## config.mk

```make
export PLATFORM = sky130hd
export DESIGN_NAME = rp_top
export DESIGN_NICKNAME = d
export VERILOG_FILES = /design/src/rp_pkg.sv /design/src/adc_frontend.sv /design/src/bus_sequencer.sv /design/src/dac_backend.sv /design/src/hk_regs.sv /design/src/pwm_dac.sv /design/src/rp_top.sv
export SDC_FILE = /design/constraint.sdc
export NUM_CORES = 1
export LEC_CHECK = 0
export BUFFER_PORTS_ARGS = -buffer_cell sky130_fd_sc_hd__buf_2
export CAP_MARGIN = 20
export CORE_ASPECT_RATIO = 1.4
export CORE_UTILIZATION = 55
export DETAILED_ROUTE_END_ITERATION = 10
export GPL_ROUTABILITY_DRIVEN = 0
export PLACE_DENSITY = 0.81
export SLEW_MARGIN = 0
export SYNTH_ARGS = -nofsm -noshare
export SYNTH_HDL_FRONTEND = slang
export SYNTH_SLANG_ARGS = --single-unit
export TNS_END_PERCENT = 5
```

## constraint.sdc

```tcl
create_clock -name adc_clk -period 4.4 [get_ports adc_clk]
set_clock_uncertainty 0.1 [all_clocks]
set_input_delay 0.88 -clock adc_clk [delete_from_list [all_inputs] [get_ports adc_clk]]
set_output_delay 0.88 -clock adc_clk [all_outputs]
set_load 0.01 [all_outputs]
```

## src/rp_pkg.sv

```systemverilog
/* rp_pkg
   shared widths, bus region map, register offsets and the structs
   that carry bus traffic, samples and dac config between blocks */
package rp_pkg;

  ////////////////////
  // widths and region map
  localparam int ADC_W      = 14;                 // sample width, adc and dac
  localparam int BUS_AW     = 32;                 // bus address
  localparam int BUS_DW     = 32;                 // bus data
  localparam int REGION_N   = 8;                  // regions on the system bus
  localparam int REGION_LSB = 20;                 // region field is addr[22:20]
  localparam int REGION_W   = $clog2(REGION_N);
  localparam int REGION_HK  = 0;                  // housekeeping
  localparam int REGION_PWM = 4;                  // slow pwm dac

  ////////////////////
  // constants and register offsets
  localparam int PWM_W  = 8;                      // duty and period counter width
  localparam int PWM_CH = 4;
  localparam logic [BUS_DW-1:0] HK_ID = 32'h5250_0a01;  // read-only id word

  // housekeeping, low address byte
  localparam logic [7:0] OFS_ID    = 8'h00;
  localparam logic [7:0] OFS_LOOP  = 8'h04;       // bit 0
  localparam logic [7:0] OFS_LED   = 8'h08;       // 8 leds
  localparam logic [7:0] OFS_DAC_A = 8'h10;       // signed offset, ch a
  localparam logic [7:0] OFS_DAC_B = 8'h14;
  localparam logic [7:0] OFS_FEED  = 8'h18;       // bit 0 ch a, bit 1 ch b

  // pwm duty registers, one word per channel
  localparam logic [7:0] OFS_PWM_BASE = 8'h00;
  localparam int         OFS_PWM_STEP = 4;

  ////////////////////
  // types
  typedef logic signed [ADC_W-1:0] sample_t;

  typedef struct packed {
    sample_t a;                                   // channel a
    sample_t b;                                   // channel b
  } sample_pair_t;

  typedef struct packed {
    logic [BUS_AW-1:0] addr;
    logic [BUS_DW-1:0] wdata;
    logic              wen;                       // one-cycle strobes
    logic              ren;
  } bus_req_t;

  typedef struct packed {
    logic [BUS_DW-1:0] rdata;                     // valid with ack
    logic              ack;
    logic              err;
  } bus_rsp_t;

  typedef struct packed {
    sample_t    offset_a;
    sample_t    offset_b;
    logic [1:0] feed_en;                          // adc feed-through per channel
    logic       loop_en;                          // digital loopback
  } dac_cfg_t;

  // offset binary, negative slope <-> two's complement, same rule both ways
  function automatic logic [ADC_W-1:0] neg_slope(input logic [ADC_W-1:0] d);
    return {d[ADC_W-1], ~d[ADC_W-2:0]};
  endfunction

endpackage

```

## src/adc_frontend.sv

```systemverilog
/* adc input stage
   registers the pins, converts to two's complement, optional loopback */
`timescale 1ns/1ps

module adc_frontend
  import rp_pkg::*;
(
  input  logic             adc_clk,
  input  logic             rst_n_i,
  input  logic [ADC_W-1:0] adc_dat_a_i,           // offset binary, neg slope
  input  logic [ADC_W-1:0] adc_dat_b_i,
  input  logic             loop_en_i,
  input  sample_pair_t     loop_i,                // registered dac word
  output sample_pair_t     adc_o
);

  logic [ADC_W-1:0] pin_a_q;
  logic [ADC_W-1:0] pin_b_q;
  sample_pair_t     conv;

  // io registers
  always_ff @(posedge adc_clk or negedge rst_n_i)
  begin
    if (!rst_n_i)
    begin
      pin_a_q <= '0;
      pin_b_q <= '0;
    end
    else
    begin
      pin_a_q <= adc_dat_a_i;
      pin_b_q <= adc_dat_b_i;
    end
  end

  assign conv.a = neg_slope(pin_a_q);             // keep msb, invert the rest
  assign conv.b = neg_slope(pin_b_q);

  assign adc_o = loop_en_i ? loop_i : conv;       // loopback replaces both channels

endmodule

```

## src/bus_sequencer.sv

```systemverilog
/* bus sequencer
   latches one bus request, strobes the slave of the decoded region and
   returns its response registered, ack three cycles after the strobe */
`timescale 1ns/1ps

module bus_sequencer
  import rp_pkg::*;
(
  input  logic                    adc_clk,
  input  logic                    rst_n_i,
  input  bus_req_t                bus_req_i,      // from the master
  output bus_rsp_t                bus_rsp_o,
  output bus_req_t [REGION_N-1:0] slave_req_o,    // strobes on decoded lane only
  input  bus_rsp_t                hk_rsp_i,
  input  bus_rsp_t                pwm_rsp_i
);

  typedef enum logic [1:0] {
    IDLE,                                         // waiting for wen/ren
    STROBE,                                       // slave strobe out
    RESPOND                                       // slave ack back, register it
  } seq_state_t;

  seq_state_t          state_q;
  bus_req_t            req_q;                     // latched request
  logic [REGION_W-1:0] region;
  bus_rsp_t            sel_rsp;                   // response of addressed region
  logic [BUS_DW-1:0]   rdata_q;
  logic                ack_q;
  logic                err_q;

  assign region = req_q.addr[REGION_LSB +: REGION_W];

  ////////////////////
  // state machine
  always_ff @(posedge adc_clk or negedge rst_n_i)
  begin
    if (!rst_n_i)
    begin
      state_q <= IDLE;
    end
    else
    begin
      case (state_q)
        IDLE:    if (bus_req_i.wen || bus_req_i.ren) state_q <= STROBE;
        STROBE:  state_q <= RESPOND;
        RESPOND: state_q <= IDLE;                 // slaves always ack here
        default: state_q <= IDLE;
      endcase
    end
  end

  // request latch, only taken in IDLE
  always_ff @(posedge adc_clk)
  begin
    if (state_q == IDLE && (bus_req_i.wen || bus_req_i.ren))
      req_q <= bus_req_i;
  end

  ////////////////////
  // slave strobes
  always_comb
  begin
    for (int r = 0; r < REGION_N; r++)
    begin
      slave_req_o[r].addr  = req_q.addr;          // shared addr/data
      slave_req_o[r].wdata = req_q.wdata;
      slave_req_o[r].wen   = (state_q == STROBE) && req_q.wen && (region == REGION_W'(r));
      slave_req_o[r].ren   = (state_q == STROBE) && req_q.ren && (region == REGION_W'(r));
    end
  end

  ////////////////////
  // response mux
  always_comb
  begin
    case (region)
      REGION_W'(REGION_HK):  sel_rsp = hk_rsp_i;
      REGION_W'(REGION_PWM): sel_rsp = pwm_rsp_i;
      default:               sel_rsp = '{rdata: '0, ack: 1'b1, err: 1'b0};  // empty region
    endcase
  end

  always_ff @(posedge adc_clk or negedge rst_n_i)
  begin
    if (!rst_n_i)
    begin
      ack_q <= 1'b0;
      err_q <= 1'b0;
    end
    else
    begin
      ack_q <= (state_q == RESPOND) && sel_rsp.ack;  // one-cycle pulse
      err_q <= (state_q == RESPOND) && sel_rsp.err;
    end
  end

  always_ff @(posedge adc_clk)
  begin
    if (state_q == RESPOND)
      rdata_q <= sel_rsp.rdata;
  end

  assign bus_rsp_o = '{rdata: rdata_q, ack: ack_q, err: err_q};

endmodule

```

## src/dac_backend.sv

```systemverilog
/* dac output stage
   offset plus gated adc sample, saturated and registered, then
   driven to the pins in negative slope format */
`timescale 1ns/1ps

module dac_backend
  import rp_pkg::*;
(
  input  logic             adc_clk,
  input  logic             rst_n_i,
  input  sample_pair_t     adc_i,
  input  dac_cfg_t         cfg_i,
  output sample_pair_t     dac_o,                 // for digital loopback
  output logic [ADC_W-1:0] dac_dat_a_o,
  output logic [ADC_W-1:0] dac_dat_b_o
);

  sample_pair_t sum;                              // saturated, before the register
  sample_pair_t dac_q;

  // one bit wider add, clamp to +8191 / -8192 on overflow
  function automatic sample_t sat_sum(input sample_t smp, input logic en, input sample_t ofs);
    sample_t               gated;
    logic signed [ADC_W:0] wide;
    gated = en ? smp : sample_t'(0);              // no feed-through, offset only
    wide  = {ofs[ADC_W-1], ofs} + {gated[ADC_W-1], gated};
    if (wide[ADC_W] != wide[ADC_W-1])
      return {wide[ADC_W], {(ADC_W-1){~wide[ADC_W]}}};
    else
      return wide[ADC_W-1:0];
  endfunction

  assign sum.a = sat_sum(adc_i.a, cfg_i.feed_en[0], cfg_i.offset_a);
  assign sum.b = sat_sum(adc_i.b, cfg_i.feed_en[1], cfg_i.offset_b);

  ////////////////////
  // output register
  always_ff @(posedge adc_clk or negedge rst_n_i)
  begin
    if (!rst_n_i)
      dac_q <= '0;                                // pins idle at 0x1fff
    else
      dac_q <= sum;
  end

  assign dac_o = dac_q;

  // signed -> offset binary, negative slope
  assign dac_dat_a_o = neg_slope(dac_q.a);
  assign dac_dat_b_o = neg_slope(dac_q.b);

endmodule

```

## src/hk_regs.sv

```systemverilog
/* housekeeping registers
   id word, leds, digital loopback, dac offsets and feed-through enables */
`timescale 1ns/1ps

module hk_regs
  import rp_pkg::*;
#(
  parameter logic [31:0] HK_ID = rp_pkg::HK_ID
) (
  input  logic       adc_clk,
  input  logic       rst_n_i,
  input  bus_req_t   req_i,                       // decoded strobes from sequencer
  output bus_rsp_t   rsp_o,
  output dac_cfg_t   dac_cfg_o,
  output logic [7:0] led_o
);

  logic              loop_q;                      // digital loopback
  logic [7:0]        led_q;
  sample_t           ofs_a_q;
  sample_t           ofs_b_q;
  logic [1:0]        feed_q;                      // bit 0 ch a, bit 1 ch b
  logic [7:0]        ofs;                         // register offset
  logic [BUS_DW-1:0] rdata_q;
  logic              ack_q;

  assign ofs = req_i.addr[7:0];

  ////////////////////
  // write side
  always_ff @(posedge adc_clk or negedge rst_n_i)
  begin
    if (!rst_n_i)
    begin
      loop_q  <= 1'b0;
      led_q   <= '0;
      ofs_a_q <= '0;
      ofs_b_q <= '0;
      feed_q  <= '0;
    end
    else if (req_i.wen)
    begin
      case (ofs)
        OFS_LOOP:  loop_q  <= req_i.wdata[0];
        OFS_LED:   led_q   <= req_i.wdata[7:0];
        OFS_DAC_A: ofs_a_q <= req_i.wdata[ADC_W-1:0];
        OFS_DAC_B: ofs_b_q <= req_i.wdata[ADC_W-1:0];
        OFS_FEED:  feed_q  <= req_i.wdata[1:0];
        default:   ;                              // id and holes are read only
      endcase
    end
  end

  ////////////////////
  // read side, ack the cycle after any strobe
  always_ff @(posedge adc_clk or negedge rst_n_i)
  begin
    if (!rst_n_i)
      ack_q <= 1'b0;
    else
      ack_q <= req_i.wen || req_i.ren;
  end

  always_ff @(posedge adc_clk)
  begin
    if (req_i.ren)
    begin
      case (ofs)
        OFS_ID:    rdata_q <= HK_ID;
        OFS_LOOP:  rdata_q <= BUS_DW'(loop_q);
        OFS_LED:   rdata_q <= BUS_DW'(led_q);
        OFS_DAC_A: rdata_q <= BUS_DW'(ofs_a_q);   // sign extended
        OFS_DAC_B: rdata_q <= BUS_DW'(ofs_b_q);
        OFS_FEED:  rdata_q <= BUS_DW'(feed_q);
        default:   rdata_q <= '0;
      endcase
    end
  end

  assign rsp_o     = '{rdata: rdata_q, ack: ack_q, err: 1'b0};  // never errors
  assign dac_cfg_o = '{offset_a: ofs_a_q, offset_b: ofs_b_q, feed_en: feed_q, loop_en: loop_q};
  assign led_o     = led_q;

endmodule

```

## src/pwm_dac.sv

```systemverilog
/* slow pwm dac
   free running period counter and per channel duty registers on the bus,
   each output high for duty counts of every period */
`timescale 1ns/1ps

module pwm_dac
  import rp_pkg::*;
#(
  parameter int PWM_W  = rp_pkg::PWM_W,           // counter and duty width
  parameter int PWM_CH = rp_pkg::PWM_CH
) (
  input  logic              adc_clk,
  input  logic              rst_n_i,
  input  bus_req_t          req_i,
  output bus_rsp_t          rsp_o,
  output logic [PWM_CH-1:0] pwm_o
);

  logic [PWM_W-1:0]  cnt_q;                       // period counter, wraps
  logic [PWM_W-1:0]  duty_q [PWM_CH];
  logic [PWM_CH-1:0] pwm_q;
  logic [BUS_DW-1:0] rdata_q;
  logic              ack_q;

  ////////////////////
  // counter, duty registers, outputs
  always_ff @(posedge adc_clk or negedge rst_n_i)
  begin
    if (!rst_n_i)
    begin
      cnt_q <= '0;
      pwm_q <= '0;
      ack_q <= 1'b0;
      for (int i = 0; i < PWM_CH; i++)
        duty_q[i] <= '0;
    end
    else
    begin
      cnt_q <= cnt_q + 1'b1;
      ack_q <= req_i.wen || req_i.ren;            // ack the cycle after a strobe
      for (int i = 0; i < PWM_CH; i++)
      begin
        pwm_q[i] <= (cnt_q < duty_q[i]);          // high for duty out of 2**PWM_W
        if (req_i.wen && req_i.addr[7:0] == OFS_PWM_BASE + 8'(OFS_PWM_STEP * i))
          duty_q[i] <= req_i.wdata[PWM_W-1:0];
      end
    end
  end

  ////////////////////
  // read back
  always_ff @(posedge adc_clk)
  begin
    if (req_i.ren)
    begin
      rdata_q <= '0;                              // unknown offsets read zero
      for (int i = 0; i < PWM_CH; i++)
      begin
        if (req_i.addr[7:0] == OFS_PWM_BASE + 8'(OFS_PWM_STEP * i))
          rdata_q <= BUS_DW'(duty_q[i]);
      end
    end
  end

  assign rsp_o = '{rdata: rdata_q, ack: ack_q, err: 1'b0};
  assign pwm_o = pwm_q;

endmodule

```

## src/rp_top.sv

```systemverilog
/* rp_top
   single clock analog path and bus control plane: bus sequencer,
   housekeeping, slow pwm dac, adc input stage and dac output stage */
`timescale 1ns/1ps

module rp_top
  import rp_pkg::*;
#(
  parameter logic [31:0] HK_ID  = rp_pkg::HK_ID,   // id word seen at OFS_ID
  parameter int          PWM_W  = rp_pkg::PWM_W,
  parameter int          PWM_CH = rp_pkg::PWM_CH
) (
  input  logic              adc_clk,
  input  logic              rst_n_i,
  // adc pins, negative slope
  input  logic [ADC_W-1:0]  adc_dat_a_i,
  input  logic [ADC_W-1:0]  adc_dat_b_i,
  // system bus
  input  bus_req_t          bus_req_i,
  output bus_rsp_t          bus_rsp_o,
  // dac pins, negative slope
  output logic [ADC_W-1:0]  dac_dat_a_o,
  output logic [ADC_W-1:0]  dac_dat_b_o,
  output logic [PWM_CH-1:0] dac_pwm_o,            // slow pwm dac
  output logic [7:0]        led_o
);

  ////////////////////
  // local signals
  bus_req_t [REGION_N-1:0] slave_req;             // one lane per region
  bus_rsp_t                hk_rsp;
  bus_rsp_t                pwm_rsp;
  dac_cfg_t                dac_cfg;
  sample_pair_t            adc_smp;               // converted adc or loopback
  sample_pair_t            dac_smp;               // registered dac word

  ////////////////////
  // bus decode
  bus_sequencer u_seq (
    .adc_clk     (adc_clk),
    .rst_n_i     (rst_n_i),
    .bus_req_i   (bus_req_i),
    .bus_rsp_o   (bus_rsp_o),
    .slave_req_o (slave_req),
    .hk_rsp_i    (hk_rsp),
    .pwm_rsp_i   (pwm_rsp)
  );

  hk_regs #(.HK_ID(HK_ID)) u_hk (
    .adc_clk   (adc_clk),
    .rst_n_i   (rst_n_i),
    .req_i     (slave_req[REGION_HK]),            // region 0
    .rsp_o     (hk_rsp),
    .dac_cfg_o (dac_cfg),
    .led_o     (led_o)
  );

  pwm_dac #(.PWM_W(PWM_W), .PWM_CH(PWM_CH)) u_pwm (
    .adc_clk (adc_clk),
    .rst_n_i (rst_n_i),
    .req_i   (slave_req[REGION_PWM]),             // region 4
    .rsp_o   (pwm_rsp),
    .pwm_o   (dac_pwm_o)
  );

  ////////////////////
  // analog path
  adc_frontend u_adc (
    .adc_clk     (adc_clk),
    .rst_n_i     (rst_n_i),
    .adc_dat_a_i (adc_dat_a_i),
    .adc_dat_b_i (adc_dat_b_i),
    .loop_en_i   (dac_cfg.loop_en),
    .loop_i      (dac_smp),                       // dac word fed back
    .adc_o       (adc_smp)
  );

  dac_backend u_dac (
    .adc_clk     (adc_clk),
    .rst_n_i     (rst_n_i),
    .adc_i       (adc_smp),
    .cfg_i       (dac_cfg),
    .dac_o       (dac_smp),
    .dac_dat_a_o (dac_dat_a_o),
    .dac_dat_b_o (dac_dat_b_o)
  );

endmodule

```

; Word level (Yosys, flattened, before mapping)
; Cells that the tools add are included.
[classes]
add_sub_neg = 3
magnitude_cmp = 4
eq_ne = 12
muxes = 13
bitwise = 6
reduce_logical = 25
[op_table]
columns = cell, count
row1 = 32-bit one-hot mux with 6 select lines, 1
row2 = 34-bit one-hot mux with 2 select lines, 1
row3 = 14-bit two-way mux, 4
row4 = 13-bit inverter, 4
row5 = 8-bit < comparator, 4
row6 = 8-bit two-way mux, 4
row7 = 14-bit by 14-bit adder with 15-bit output, 2
row8 = 28-bit two-way mux, 1
row9 = 8-bit by 5-bit == test with 1-bit output (second input constant), 3
row10 = 8-bit by 4-bit == test with 1-bit output (second input constant), 2
row11 = 1-bit logical AND, 13
row12 = 2-bit AND reduction, 5
row13 = 8-bit by 1-bit adder with 8-bit output (second input constant), 1
row14 = 8-bit by 3-bit == test with 1-bit output (second input constant), 1
row15 = 8-bit zero test, 1
row16 = 2-bit one-hot mux with 2 select lines, 1
row17 = 3-bit == test (second input constant), 1
row18 = 3-bit zero test, 1
row19 = 1-bit logical OR, 3
row20 = 3-bit OR reduction, 1
row21 = 2-bit by 1-bit == test with 1-bit output (second input constant), 1
row22 = 2-bit == test (second input constant), 1
row23 = 2-bit zero test, 1
row24 = 2-bit two-way mux, 1
row25 = other kinds (3), 5
[word_totals]
ff_bits = 280
in_bits = 96
output_inout_bits = 74
wordCells = 91

; Logic depth before layout (Yosys ltp)
; Gate-level depths: netlist (run 1).
[logic_depth]
depth_word = 6
ltp_mapped = 15
mapped_depth_nobuf = 12

; Cells and area by module
; Synthesis (run 1) repeated with hierarchy kept, for this count alone.
[unflattened]
cells_unflattened = 1624
area_unflattened_um2 = 17543.1
[by_module_without_submodules]
columns = mod, instances, cells_per_inst, area_each_um2, seq_area_each_um2
row1 = bus_sequencer, 1, 723, 7608.5, 3042.9
row2 = dac_backend, 1, 393, 3120.5, 700.7
row3 = pwm_dac, 1, 254, 3118.0, 1366.3
row4 = hk_regs, 1, 166, 2567.5, 1451.4
row5 = adc_frontend, 1, 88, 1128.6, 700.7

; Worst setup path after synthesis (run 1)
; Ideal clock, no wire load.
[synth_timing]
path_kind = reg-to-reg
start = reg u_hk.loop_q
end = reg u_dac.dac_q (netlist bit u_dac.dac_o[3])
setup_ns = 0.126
t_arrival_ns = 3.112
t_required_ns = 4.174
slack_ns = 1.063
path_stages_with_launch = 14
path_buffers = 2
synth_period_minus_slack_ns = 3.337
path_cell_list = dfrtp_1 -> clkbuf_1 -> clkbuf_1 -> o21ai_0 -> and2_1 -> ha_1 -> fa_1 -> a211o_1 -> a21oi_1 -> o21ba_2 -> nor2_2 -> o41ai_2 -> nand2_1 -> a221o_1
[synth_rtl]
columns = item, line
row1 = start: declaration, hk_regs.sv:18  ; logic loop_q;
row2 = start signal: assignment, hk_regs.sv:44  ; OFS_LOOP: loop_q <= req_i.wdata[0];
row3 = end signal: assignment, dac_backend.sv:43  ; dac_q <= sum;
row4 = end: declaration, dac_backend.sv:19  ; sample_pair_t dac_q;

==> results of run 1 <==
## layer usage
layer	up-vias	wire, µm	global-route usage
li1	3583	-	-
met1	3555	9300	0.290
met2	260	12200	0.424
met3	61	1200	0.0281
met4	0	981	0.114
met5	-	0	0
## how the worst max path moves through the flow
| stage | startpoint | endpoint | slack (ns) | cells past startpoint |
|---|---|---|---|---|
| after detailed placement | u_hk.loop_q | u_dac.dac_o[9] | 0.76 | 12 |
| after CTS | u_hk.loop_q | u_dac.dac_o[14] | 0.75 | 12 |
| after floorplan | u_hk.loop_q | u_dac.dac_o[3] | 1.06 | 13 |
| after global placement | u_hk.loop_q | u_dac.dac_o[9] | 0.79 | 12 |
| after global routing | u_hk.loop_q | u_dac.dac_o[14] | 0.49 | 12 |
| final | u_hk.loop_q | u_dac.dac_o[14] | 0.72 | 12 |
## placed cells by master, fill, tap and decap left out, types with 4 or more instances in the layout
master / n
inv_1: 70
mux2i_1: 10
nand2b_1: 7
o211ai_1: 6
a21o_1: 23
nor2b_1: 4
buf_4: 15
mux2_2: 61
nor2_1: 33
a21oi_2: 4
o21bai_1: 5
buf_2: 128
and2_1: 36
mux2_1: 11
a221o_1: 7
nor4_4: 4
xnor2_1: 12
xor2_1: 13
edfxtp_1: 65
a222oi_1: 7
o21a_1: 10
clkbuf_1: 4
maj3_2: 5
o21ai_0: 48
a211oi_1: 9
a22o_1: 16
ha_1: 57
and3_1: 5
nor3_1: 10
dfrtp_1: 144
maj3_1: 17
a21oi_1: 45
nand3_1: 11
nand2_1: 69
a22oi_1: 11
clkbuf_16: 21
## flip-flops by register name, indices dropped and copies added (netlist names)
signal	cells
u_seq.state_q	2
u_pwm.pwm_o	4
u_dac.dac_dat_b_o	1
u_pwm.duty_q	32
u_pwm.ack_q	1
u_adc.pin_a_q	14
u_seq.req_q	2
u_pwm.cnt_q	8
u_pwm.rdata_q	8
u_seq.slave_req_o	25
u_hk.ofs_a_q	14
u_hk.feed_q	2
u_hk.led_o	8
u_hk.loop_q	1
u_adc.pin_b_q	14
u_seq.rdata_q	15
u_seq.ack_q	1
u_hk.ofs_b_q	14
u_dac.dac_dat_a_o	1
u_hk.ack_q	1
u_hk.rdata_q	15
u_dac.dac_o	26
## cell type report
type,count,share of cell area
Tap cell,248,0.0252
Multi-Input combinational cell,603,0.380
Timing Repair Buffer,146,0.0653
Clock inverter,12,0.0115
Sequential cell,209,0.452
Inverter,70,0.0214
Clock buffer,26,0.0451
## per-stage QoR
step | total power [mW] | hold WS, ns | cells | utilization | area (µm²)
after detailed placement | 2.85 | 0.388 | 1275 | 0.602 | 11600
final | 4.61 | 0.0903 | 1314 | 0.640 | 12300
after CTS | 4.65 | 0.358 | 1313 | 0.639 | 12300
after global routing | 4.79 | 0.0844 | 1314 | 0.640 | 12300
after global placement | 2.84 | 0.380 | 1274 | 0.602 | 11600
after floorplan | 2.65 | 0.347 | 936 | - | 10800
## cells by family (layout without fill, tap and decap cells)
family | Yosys count | count (layout) | synth area share
DFF | 209 | 209 | 0.513
xor gates and xnor gates | 25 | 25 | 0.0202
and+or+nand+nor | 198 | 198 | 0.0958
buffers and inverters | 124 | 254 | 0.0553
AOI/OAI and AO/OA | 216 | 216 | 0.140
muxes | 82 | 82 | 0.0842
other | 1 | 1 | 0.000347
adders and majority gates | 81 | 81 | 0.0905
## critical path, cell delays in order (launching register included)
cell and delay [ns]:
dfrtp_1 0.60, buf_4 0.34, o21ai_0 0.12, and2_1 0.17, ha_1 0.22, fa_1 0.42
a21o_1 0.23, a221oi_2 0.34, o22ai_2 0.17, o32ai_2 0.30, nand2_1 0.22, a21oi_1 0.19
a21oi_1 0.09
## power breakdown
| part | switching [mW] | internal (mW) | total, mW |
|---|---|---|---|
| Clock | 0.724 | 1.07 | 1.80 |
| Combinational | 0.268 | 0.167 | 0.435 |
| Sequential | 0.157 | 2.22 | 2.38 |
| Total | 1.15 | 3.46 | 4.61 |
==> qor.yml, run 1 <==
power_and_ir_drop:
  leakage_nw: 5.57
  p_per_area_mw_per_mm2: 375
  vdd_drop_max_mv: 0.260
worst_setup_path:
  worstSetupEndpointType: "flip-flop"
  arrival_ns: 3.93
  crit_type: "reg2reg"
  critPathRequiredTime_ns: 4.65
  worstReg2RegEnd: "u_dac.dac_o[14]"
  worstReg2RegStart: "u_hk.loop_q"
  crit_fanout: 27
  ff2ff_setup_slack_ns: 0.72
  startpoint_type: "flip-flop"
  r2r_cells: 12
timing:
  setup-tns-final_ns: 0
  period_needed_ns: 3.68
  relSlewSlack: 0.348
  rsz0062_at_grt: "no"
  drv_slew: 0
  hold_viol: 0
  setup-violations-final: 0
  fin_crit_sh: 0.836
  max_clock_freq_mhz: 272
  tightestPinTransition_ns: 0.971
  fin_ws_ns: 0.724
clocking:
  cts_made_buffers: 21
  cts_tree: "done"
  root_buffer: "clkbuf_16"
  cts_sinks: 209
  cts_setup_buffers: 0
  path_clk_slew_ns: 0.06
  htreeDepth: 1
  clk-insertion-delay-late_ns: 0.51
  ctsResizeCount: 0
  clock_path_buffers: 3
  postCtsHoldBufs: 0
cells_and_area:
  fin_nets: 1206
  diodes: 0
  drive_gt1_frac: 0.258
  num-fill-cells: 1499
  regArea_mm2: 0.00556
  syn_to_final_growth_pct: 13.7
  multi_input_area_mm2: 0.00467
global_routing:
  grt_max_degree: 116
  gr-usage-all-layers: 0.240
  grt_pass1_wl_um: 38000
  grt_pass1_vias: 7514
  overflow: 0
  antenna_found_initial: 0
synthesis:
  yosys_warnings: 0
  dominantRegCellSynth: "dfrtp_1"
  ys_types: 70
  netlist_instances: 936
  yosysMostFrequentCell: "dfrtp_1"
  synth-edff-count: 65
  yosys_register_bits: 209
  syn-num-nets: 1091
  yosysTopAreaCell: "dfrtp_1"
  synth_area_mm2: 0.0108
  syn_avg_cell_area_um2: 11.6
  synth_top_area_share: 0.333
  synthTopCellsByArea: "dfrtp_1, edfxtp_1, ha_1"
  synthArstFlopShare: 0.689
  seq_area_frac_synth: 0.513
  synth_commonest_cells: "dfrtp_1, inv_1, nand2_1, edfxtp_1, mux2_2"
floorplanning:
  design.core.area_mm2: 0.0192
  rows: 60
  chipHeight_um: 168
  initial_core_util: 0.563
  design.die.area_mm2: 0.0202
  die_x_um: 121
  io_pins: 170
placed_design:
  pre_cts_ws_ns: 0.759
  port_buffers: 129
  dp_hpwl_um: 17300
detailed_routing:
  drt_iter0_markers: 547
  wire_per_inst_um: 18.0
  antenna_left: 0
  num_vias: 7459
  drc: 0
  drtPass1Iterations: 6
  avgViaCountPerCell: 5.68
  drt-total-wl_um: 23600
hold_path:
  hold_class: "in2async"
run_status:
  status: "finished, final reports clean"
run:
  drv_cap: 0
Note: power is estimated with default switching activity, not from simulation.
==> run 2, diff against run 1 <==
--- a/config.mk
+++ b/config.mk
@@ -8,10 +8,10 @@
 export BUFFER_PORTS_ARGS = -buffer_cell sky130_fd_sc_hd__buf_2
 export CAP_MARGIN = 20
 export CORE_ASPECT_RATIO = 1.4
-export CORE_UTILIZATION = 55
+export CORE_UTILIZATION = 52
 export DETAILED_ROUTE_END_ITERATION = 10
 export GPL_ROUTABILITY_DRIVEN = 0
-export PLACE_DENSITY = 0.81
+export PLACE_DENSITY = 0.8
 export SLEW_MARGIN = 0
 export SYNTH_ARGS = -nofsm -noshare
 export SYNTH_HDL_FRONTEND = slang
==> constraint.sdc (replaced) <==
create_clock -name adc_clk -period 3.15 [get_ports adc_clk]
set_clock_uncertainty 0.1 [all_clocks]
set_input_delay 0.63 -clock adc_clk [delete_from_list [all_inputs] [get_ports adc_clk]]
set_output_delay 0.63 -clock adc_clk [all_outputs]
set_load 0.01 [all_outputs]
==> run 2 against run 1 <==
The flow now finishes with violations (setup timing); clock power grew 38%; first-iteration DRC count shrank 0.55%; clock-buffer cell count shrank 4; design area up 4.7%; wire length rose by 5.7%; highest routed layer unchanged; critical path depth increased by 2; final cell count up 4.0%; critical endpoint is now u_dac.dac_o[12]; largest power group unchanged; maximum frequency increased by 16%.
==> qor.yml, run 2 (synthesis gave the netlist of run 1 again) <==
clocking:
  cts_tree: "done"
  root_buffer: "clkbuf_16"
  clk-insertion-delay-late_ns: 0.52  # about the same
  cts_sinks: 209  # unchanged
  htreeDepth: 1  # unchanged
  cts_made_buffers: 21  # unchanged
  path_clk_slew_ns: 0.06  # about the same
  clock_path_buffers: 3  # unchanged
detailed_routing:
  antenna_left: 0  # unchanged
  avgViaCountPerCell: 5.69  # +0.23%
  num_vias: 7772  # +4.2%
  drt-total-wl_um: 25000  # +5.7%
  drtPass1Iterations: 5  # -1
  drc: 0  # unchanged
  wire_per_inst_um: 18.3  # +1.7%
  drt_iter0_markers: 544  # -0.55%
cells_and_area:
  final_cell_mix: "dfrtp_1, buf_2, inv_1"
  top_register: "u_pwm.duty_q"
  final_common_cell: "dfrtp_1"
  num-fill-cells: 1573  # +4.9%
  drive_gt1_frac: 0.315  # +0.0567
  fin_area_mm2: 0.0129  # +4.7%
  regArea_mm2: 0.00556  # about the same
  largest_reg_flops: 32  # unchanged
  multi_input_area_mm2: 0.00492  # +5.4%
  fin_nets: 1249  # +3.6%
  postLayoutCoreUtil: 0.629  # -0.0110
  syn_to_final_growth_pct: 19.0
timing:
  tightestPinTransition_ns: 0.682  # -0.289 ns
  period_needed_ns: 3.16  # -0.514 ns
  fin_ws_ns: -0.0126  # -0.736 ns
  fin_crit_sh: 1.00  # +0.168
  hold_viol: 0  # unchanged
  max_clock_freq_mhz: 316  # +16%
  drv_slew: 0  # unchanged
  setup-tns-final_ns: -0.0126  # -0.0126 ns
  relSlewSlack: 0.544  # +0.196
  setup-violations-final: 1  # +1
  rsz0062_at_grt: "yes"
run:
  drv_cap: 0  # unchanged
floorplanning:
  io_pins: 170  # unchanged
  design.core.area_mm2: 0.0205  # +6.6%
  chipHeight_um: 173  # +2.8%
  rows: 62  # +3.3%
  design.die.area_mm2: 0.0214  # +5.7%
  initial_core_util: 0.528  # -0.0347
  die_x_um: 124  # +2.8%
worst_setup_path:
  critPathRequiredTime_ns: 3.41  # -1.24 ns
  worstSetupEndpointType: "flip-flop"
  worstPathCellList: "nand2_2, o21ai_2, and2_4, ha_4, fa_2, a211o_1, a21oi_4, o21ba_4, nor2_2, buf_4, nor4_4, buf_6, maj3_2, mux2i_2"
  cp_slowest_cell: "dfrtp_2"
  slowest_delay_ns: 0.48  # -0.12 ns
  crit_type: "reg2reg"
  arrival_ns: 3.43  # -0.50 ns
  crit_fanout: 8  # -70%
  startpoint_type: "flip-flop"
global_routing:
  antenna_found_initial: 1  # +1
  grt_pass1_vias: 7756  # +3.2%
  grt_max_degree: 60  # -48%
  grt_pass1_wl_um: 39200  # +3.2%
  gr-usage-all-layers: 0.236  # -0.00413
  overflow: 0  # unchanged
run_status:
  violations: "setup timing"
  status: "finished, violations left"
placed_design:
  place_area_mm2: 0.0119  # +3.1%
  port_buffers: 129  # unchanged
  dp_hpwl_um: 17900  # +3.2%
power_and_ir_drop:
  leakage_nw: 5.79  # +3.9%
  p_per_area_mw_per_mm2: 498  # +33%
  vdd_drop_max_mv: 0.390  # +50%
hold_path:
  hold_class: "in2async"
==> run 2: changes by cell type in the layout (fill, tap and decap cells not counted), moves of 3 or more <==
cell | before | now
o21ai_1 | 2 | 10
ha_1 | 57 | 49
clkbuf_1 | 4 | 1
inv_6 | 1 | 5
o21ai_0 | 48 | 39
buf_4 | 15 | 55
ha_4 | 0 | 7
a21oi_1 | 45 | 42
clkinv_1 | 3 | 6
==> run 2: path summary, 6_finish.rpt <==
path                                  startpoint               end  slack, ns  cells past startpoint
setup / recovery                     u_hk.loop_q   u_dac.dac_o[12]      -0.01                     14
hold / removal                           rst_n_i   u_hk.ofs_a_q[9]      0.008                      1
setup reg to reg                     u_hk.loop_q   u_dac.dac_o[12]      -0.01                     14
hold reg to reg            u_seq.slave_req_o[11]   u_hk.ofs_a_q[9]       0.40                      1
max in group asynchronous                rst_n_i    u_pwm.pwm_o[0]       2.27                      2
min in group adc_clk              adc_dat_b_i[4]  u_adc.pin_b_q[4]       0.12                      1
==> run 2: area by class of cell <==
type                            count  area share
Sequential cell                   209       0.431
Tap cell                          256      0.0249
Clock inverter                     16      0.0112
Inverter                           70      0.0204
Timing Repair Buffer              189      0.0887
Clock buffer                       22      0.0411
Antenna cell                        1    0.000194
Multi-Input combinational cell    603       0.382
==> run 2: worst max-delay path, delay by kind of cell (launching register included) <==
kind	cells	cell delay, ns
DFF	1	0.48
buffers and inverters	2	0.32
adders and majority gates	3	0.73
and+or+nand+nor	4	0.63
muxes	1	0.08
AOI/OAI and AO/OA	4	0.70
==> run 2: per-layer routing <==
| layer | share of wire | wire, µm | vias up | track usage |
|---|---|---|---|---|
| met5 | 0 | 0 | - | 0 |
| met4 | 0.039 | 971 | 0 | 0.0972 |
| met3 | 0.052 | 1290 | 64 | 0.0356 |
| met2 | 0.51 | 12800 | 255 | 0.400 |
| met1 | 0.40 | 9930 | 3791 | 0.297 |
| li1 | - | - | 3662 | - |
==> run 2: per-stage QoR <==
step	hold slack (ns)	setup WS, ns	std cells	power, mW
6_report	0.00829	-0.0126	1366	6.42
5_1_grt	0.0450	-0.134	1366	6.65
2_1_floorplan	0.234	0.00765	936	3.70
3_5_place_dp	0.388	-0.0775	1324	3.98
4_1_cts	0.0179	-0.0190	1362	6.44
3_3_place_gp	0.367	-0.0684	1324	3.95
==> run 2: timing repair <==
item                       4_1_cts  5_1_grt
setup endpoints to repair       16       27
hold endpoints to repair         0        0
gates resized for setup          7       46
setup buffers                    0        3
gates cloned                     0        0
hold buffers                     0        0
pin swaps                        2       18
==> run 2: power breakdown <==
group | switching [mW] | internal, mW
clock network | 1.08 | 1.40
logic | 0.389 | 0.241
registers | 0.205 | 3.10
==> run 3, diff against run 2 <==
--- a/config.mk
+++ b/config.mk
@@ -11,6 +11,7 @@
 export CORE_UTILIZATION = 52
 export DETAILED_ROUTE_END_ITERATION = 10
 export GPL_ROUTABILITY_DRIVEN = 0
+export MAX_ROUTING_LAYER = met4
 export PLACE_DENSITY = 0.8
 export SLEW_MARGIN = 0
 export SYNTH_ARGS = -nofsm -noshare
==> run 3 against run 2 <==
The run ends with hold timing, setup timing left; global-route usage is 0.73 points higher; sequential cell count stayed put; non-clock buffer count stayed put; worst setup slack worse by 0.0031 ns; critical endpoint unchanged; wire length is 1.2% lower; combinational power hardly changed; final cell count stayed put; die area stayed put.
==> qor.yml, run 3 (synthesis gave the netlist of run 1 again) <==
run_status:
  status: "finished, violations left"
  violations: "hold timing, setup timing"
timing:
  fin_ws_ns: -0.0157  # -0.00305 ns
  rsz0062_at_grt: "yes"
  fin_crit_sh: 1.00  # about the same
  period_needed_ns: 3.17  # +0.00305 ns
  drv_slew: 0  # unchanged
  worst_hold_slack_ns: -0.0111  # -0.0193 ns
  tightestPinTransition_ns: 0.671  # -0.0107 ns
  max_clock_freq_mhz: 316  # about the same
  relSlewSlack: 0.551  # +0.00715
  hold_viol: 10  # +10
  setup-violations-final: 1  # unchanged
global_routing:
  busiest_layer: "met2"
  grt_pass1_vias: 7753  # -0.039%
  antenna_found_initial: 1  # unchanged
  use_met1: 0.297  # +0.000443
  gr-usage-all-layers: 0.243  # +0.00729
  grt_pass1_wl_um: 39200  # about the same
  grt_max_degree: 60  # unchanged
  met2_usage: 0.401  # about the same
  overflow: 0  # unchanged
  use_met3: 0.0356  # unchanged
cells_and_area:
  syn_to_final_growth_pct: 18.1
  largest_reg_flops: 32  # unchanged
  top_register: "u_pwm.duty_q"
  final_cell_mix: "dfrtp_1, buf_2, inv_1"
  drive_gt1_frac: 0.309  # -0.00541
  final_common_cell: "dfrtp_1"
  fin_nets: 1249  # unchanged
  fin_area_mm2: 0.0128  # -0.78%
floorplanning:
  design.core.area_mm2: 0.0205  # unchanged
  die_x_um: 124  # unchanged
  chipHeight_um: 173  # unchanged
  initial_core_util: 0.528  # unchanged
  rows: 62  # unchanged
  io_pins: 170  # unchanged
  design.die.area_mm2: 0.0214  # unchanged
clocking:
  root_buffer: "clkbuf_16"
  path_clk_slew_ns: 0.07  # about the same
  htreeDepth: 1  # unchanged
  clock_path_buffers: 3  # unchanged
  cts_sinks: 209  # unchanged
  cts_tree: "done"
  clk-insertion-delay-late_ns: 0.51  # about the same
  postCtsHoldBufs: 0  # unchanged
  cts_made_buffers: 21  # unchanged
worst_setup_path:
  crit_family: "adder cells"
  path_depth: 14  # unchanged
  crit_fanout: 8  # unchanged
  crit_start: "u_hk.loop_q"
  crit_buf_inv: 2  # unchanged
  arrival_ns: 3.43  # about the same
  r2r_cells: 14  # unchanged
  worstReg2RegStart: "u_hk.loop_q"
  startpoint_type: "flip-flop"
  worstSetupEndpointType: "flip-flop"
  worstPathCellList: "nand2_2, o21ai_2, and2_4, ha_4, fa_2, a211o_1, a21oi_4, o21ba_4, nor2_2, buf_4, nor4_4, buf_6, maj3_2, mux2i_2"
  slowest_delay_ns: 0.48  # about the same
  crit_type: "reg2reg"
  critPathRequiredTime_ns: 3.41  # about the same
  cp_slowest_cell: "dfrtp_2"
detailed_routing:
  drtPass1Iterations: 6  # +1
  drt-total-wl_um: 24700  # -1.2%
  drc: 0  # unchanged
  wire_per_inst_um: 18.1  # -1.2%
  avgViaCountPerCell: 5.67  # -0.26%
  antenna_left: 0  # unchanged
  drt_iter0_markers: 586  # +7.7%
  num_vias: 7752  # -0.26%
placed_design:
  port_buffers: 129  # unchanged
  pre_cts_ws_ns: -0.0775  # unchanged
  place_area_mm2: 0.0119  # unchanged
  dp_hpwl_um: 17900  # unchanged
power_and_ir_drop:
  leakage_nw: 5.80  # +0.25%
  p_per_area_mw_per_mm2: 501  # +0.67%
  vdd_drop_max_mv: 0.390  # -0.12%
run:
  drv_cap: 0  # unchanged
hold_path:
  hold_class: "in2async"
-- run 3: path summary, 6_finish.rpt --
path | to | slack, ns
worst max-delay path | u_dac.dac_o[12] | -0.02
worst min register to register | u_hk.ofs_a_q[9] | 0.39
worst min-delay path | u_dac.dac_o[26] | -0.01
max in group asynchronous | u_pwm.pwm_o[0] | 2.24
min in group adc_clk | u_adc.pin_b_q[4] | 0.13
worst max register to register | u_dac.dac_o[12] | -0.02
-- run 3: final cells by class --
cell class                 count  area, µm²
clock inverter                16        144
sequential                   209       5560
multi-input combinational    603       4820
fill                        1596       7700
inverter                      70        263
timing repair buffer         189       1140
antenna                        1       2.50
clock buffer                  22        529
tap                          256        320
-- run 3: per-stage QoR --
stage | hold slack [ns] | utilization | total power, mW | instances | setup TNS [ns]
after floorplan | 0.234 | - | 3.70 | 936 | 0
after detailed placement | 0.388 | 0.583 | 3.98 | 1324 | -0.536
final | -0.0111 | 0.624 | 6.41 | 1366 | -0.0157
after global placement | 0.367 | 0.583 | 3.95 | 1324 | -0.250
after CTS | 0.0179 | 0.617 | 6.44 | 1362 | -0.0190
after global routing | 0.0432 | 0.624 | 6.65 | 1366 | -2.62
-- run 3: where the power goes --
group | internal (mW) | switching (mW) | total, mW
clock network | 1.40 | 1.07 | 2.47
logic | 0.239 | 0.388 | 0.628
registers | 3.10 | 0.206 | 3.31
-- run 3: per-layer routing --
layer,wire length [µm],up-vias
met5,0,-
met4,955,0
met3,1260,64
met2,12500,251
met1,9930,3774
li1,-,3663
-- run 3: what timing repair did --
| item | 4_1_cts | 5_1_grt |
|---|---|---|
| pin swaps | 2 | 21 |
| gates resized for setup | 7 | 32 |
| setup endpoints to repair | 16 | 27 |
| buffers inserted | 0 | 3 |
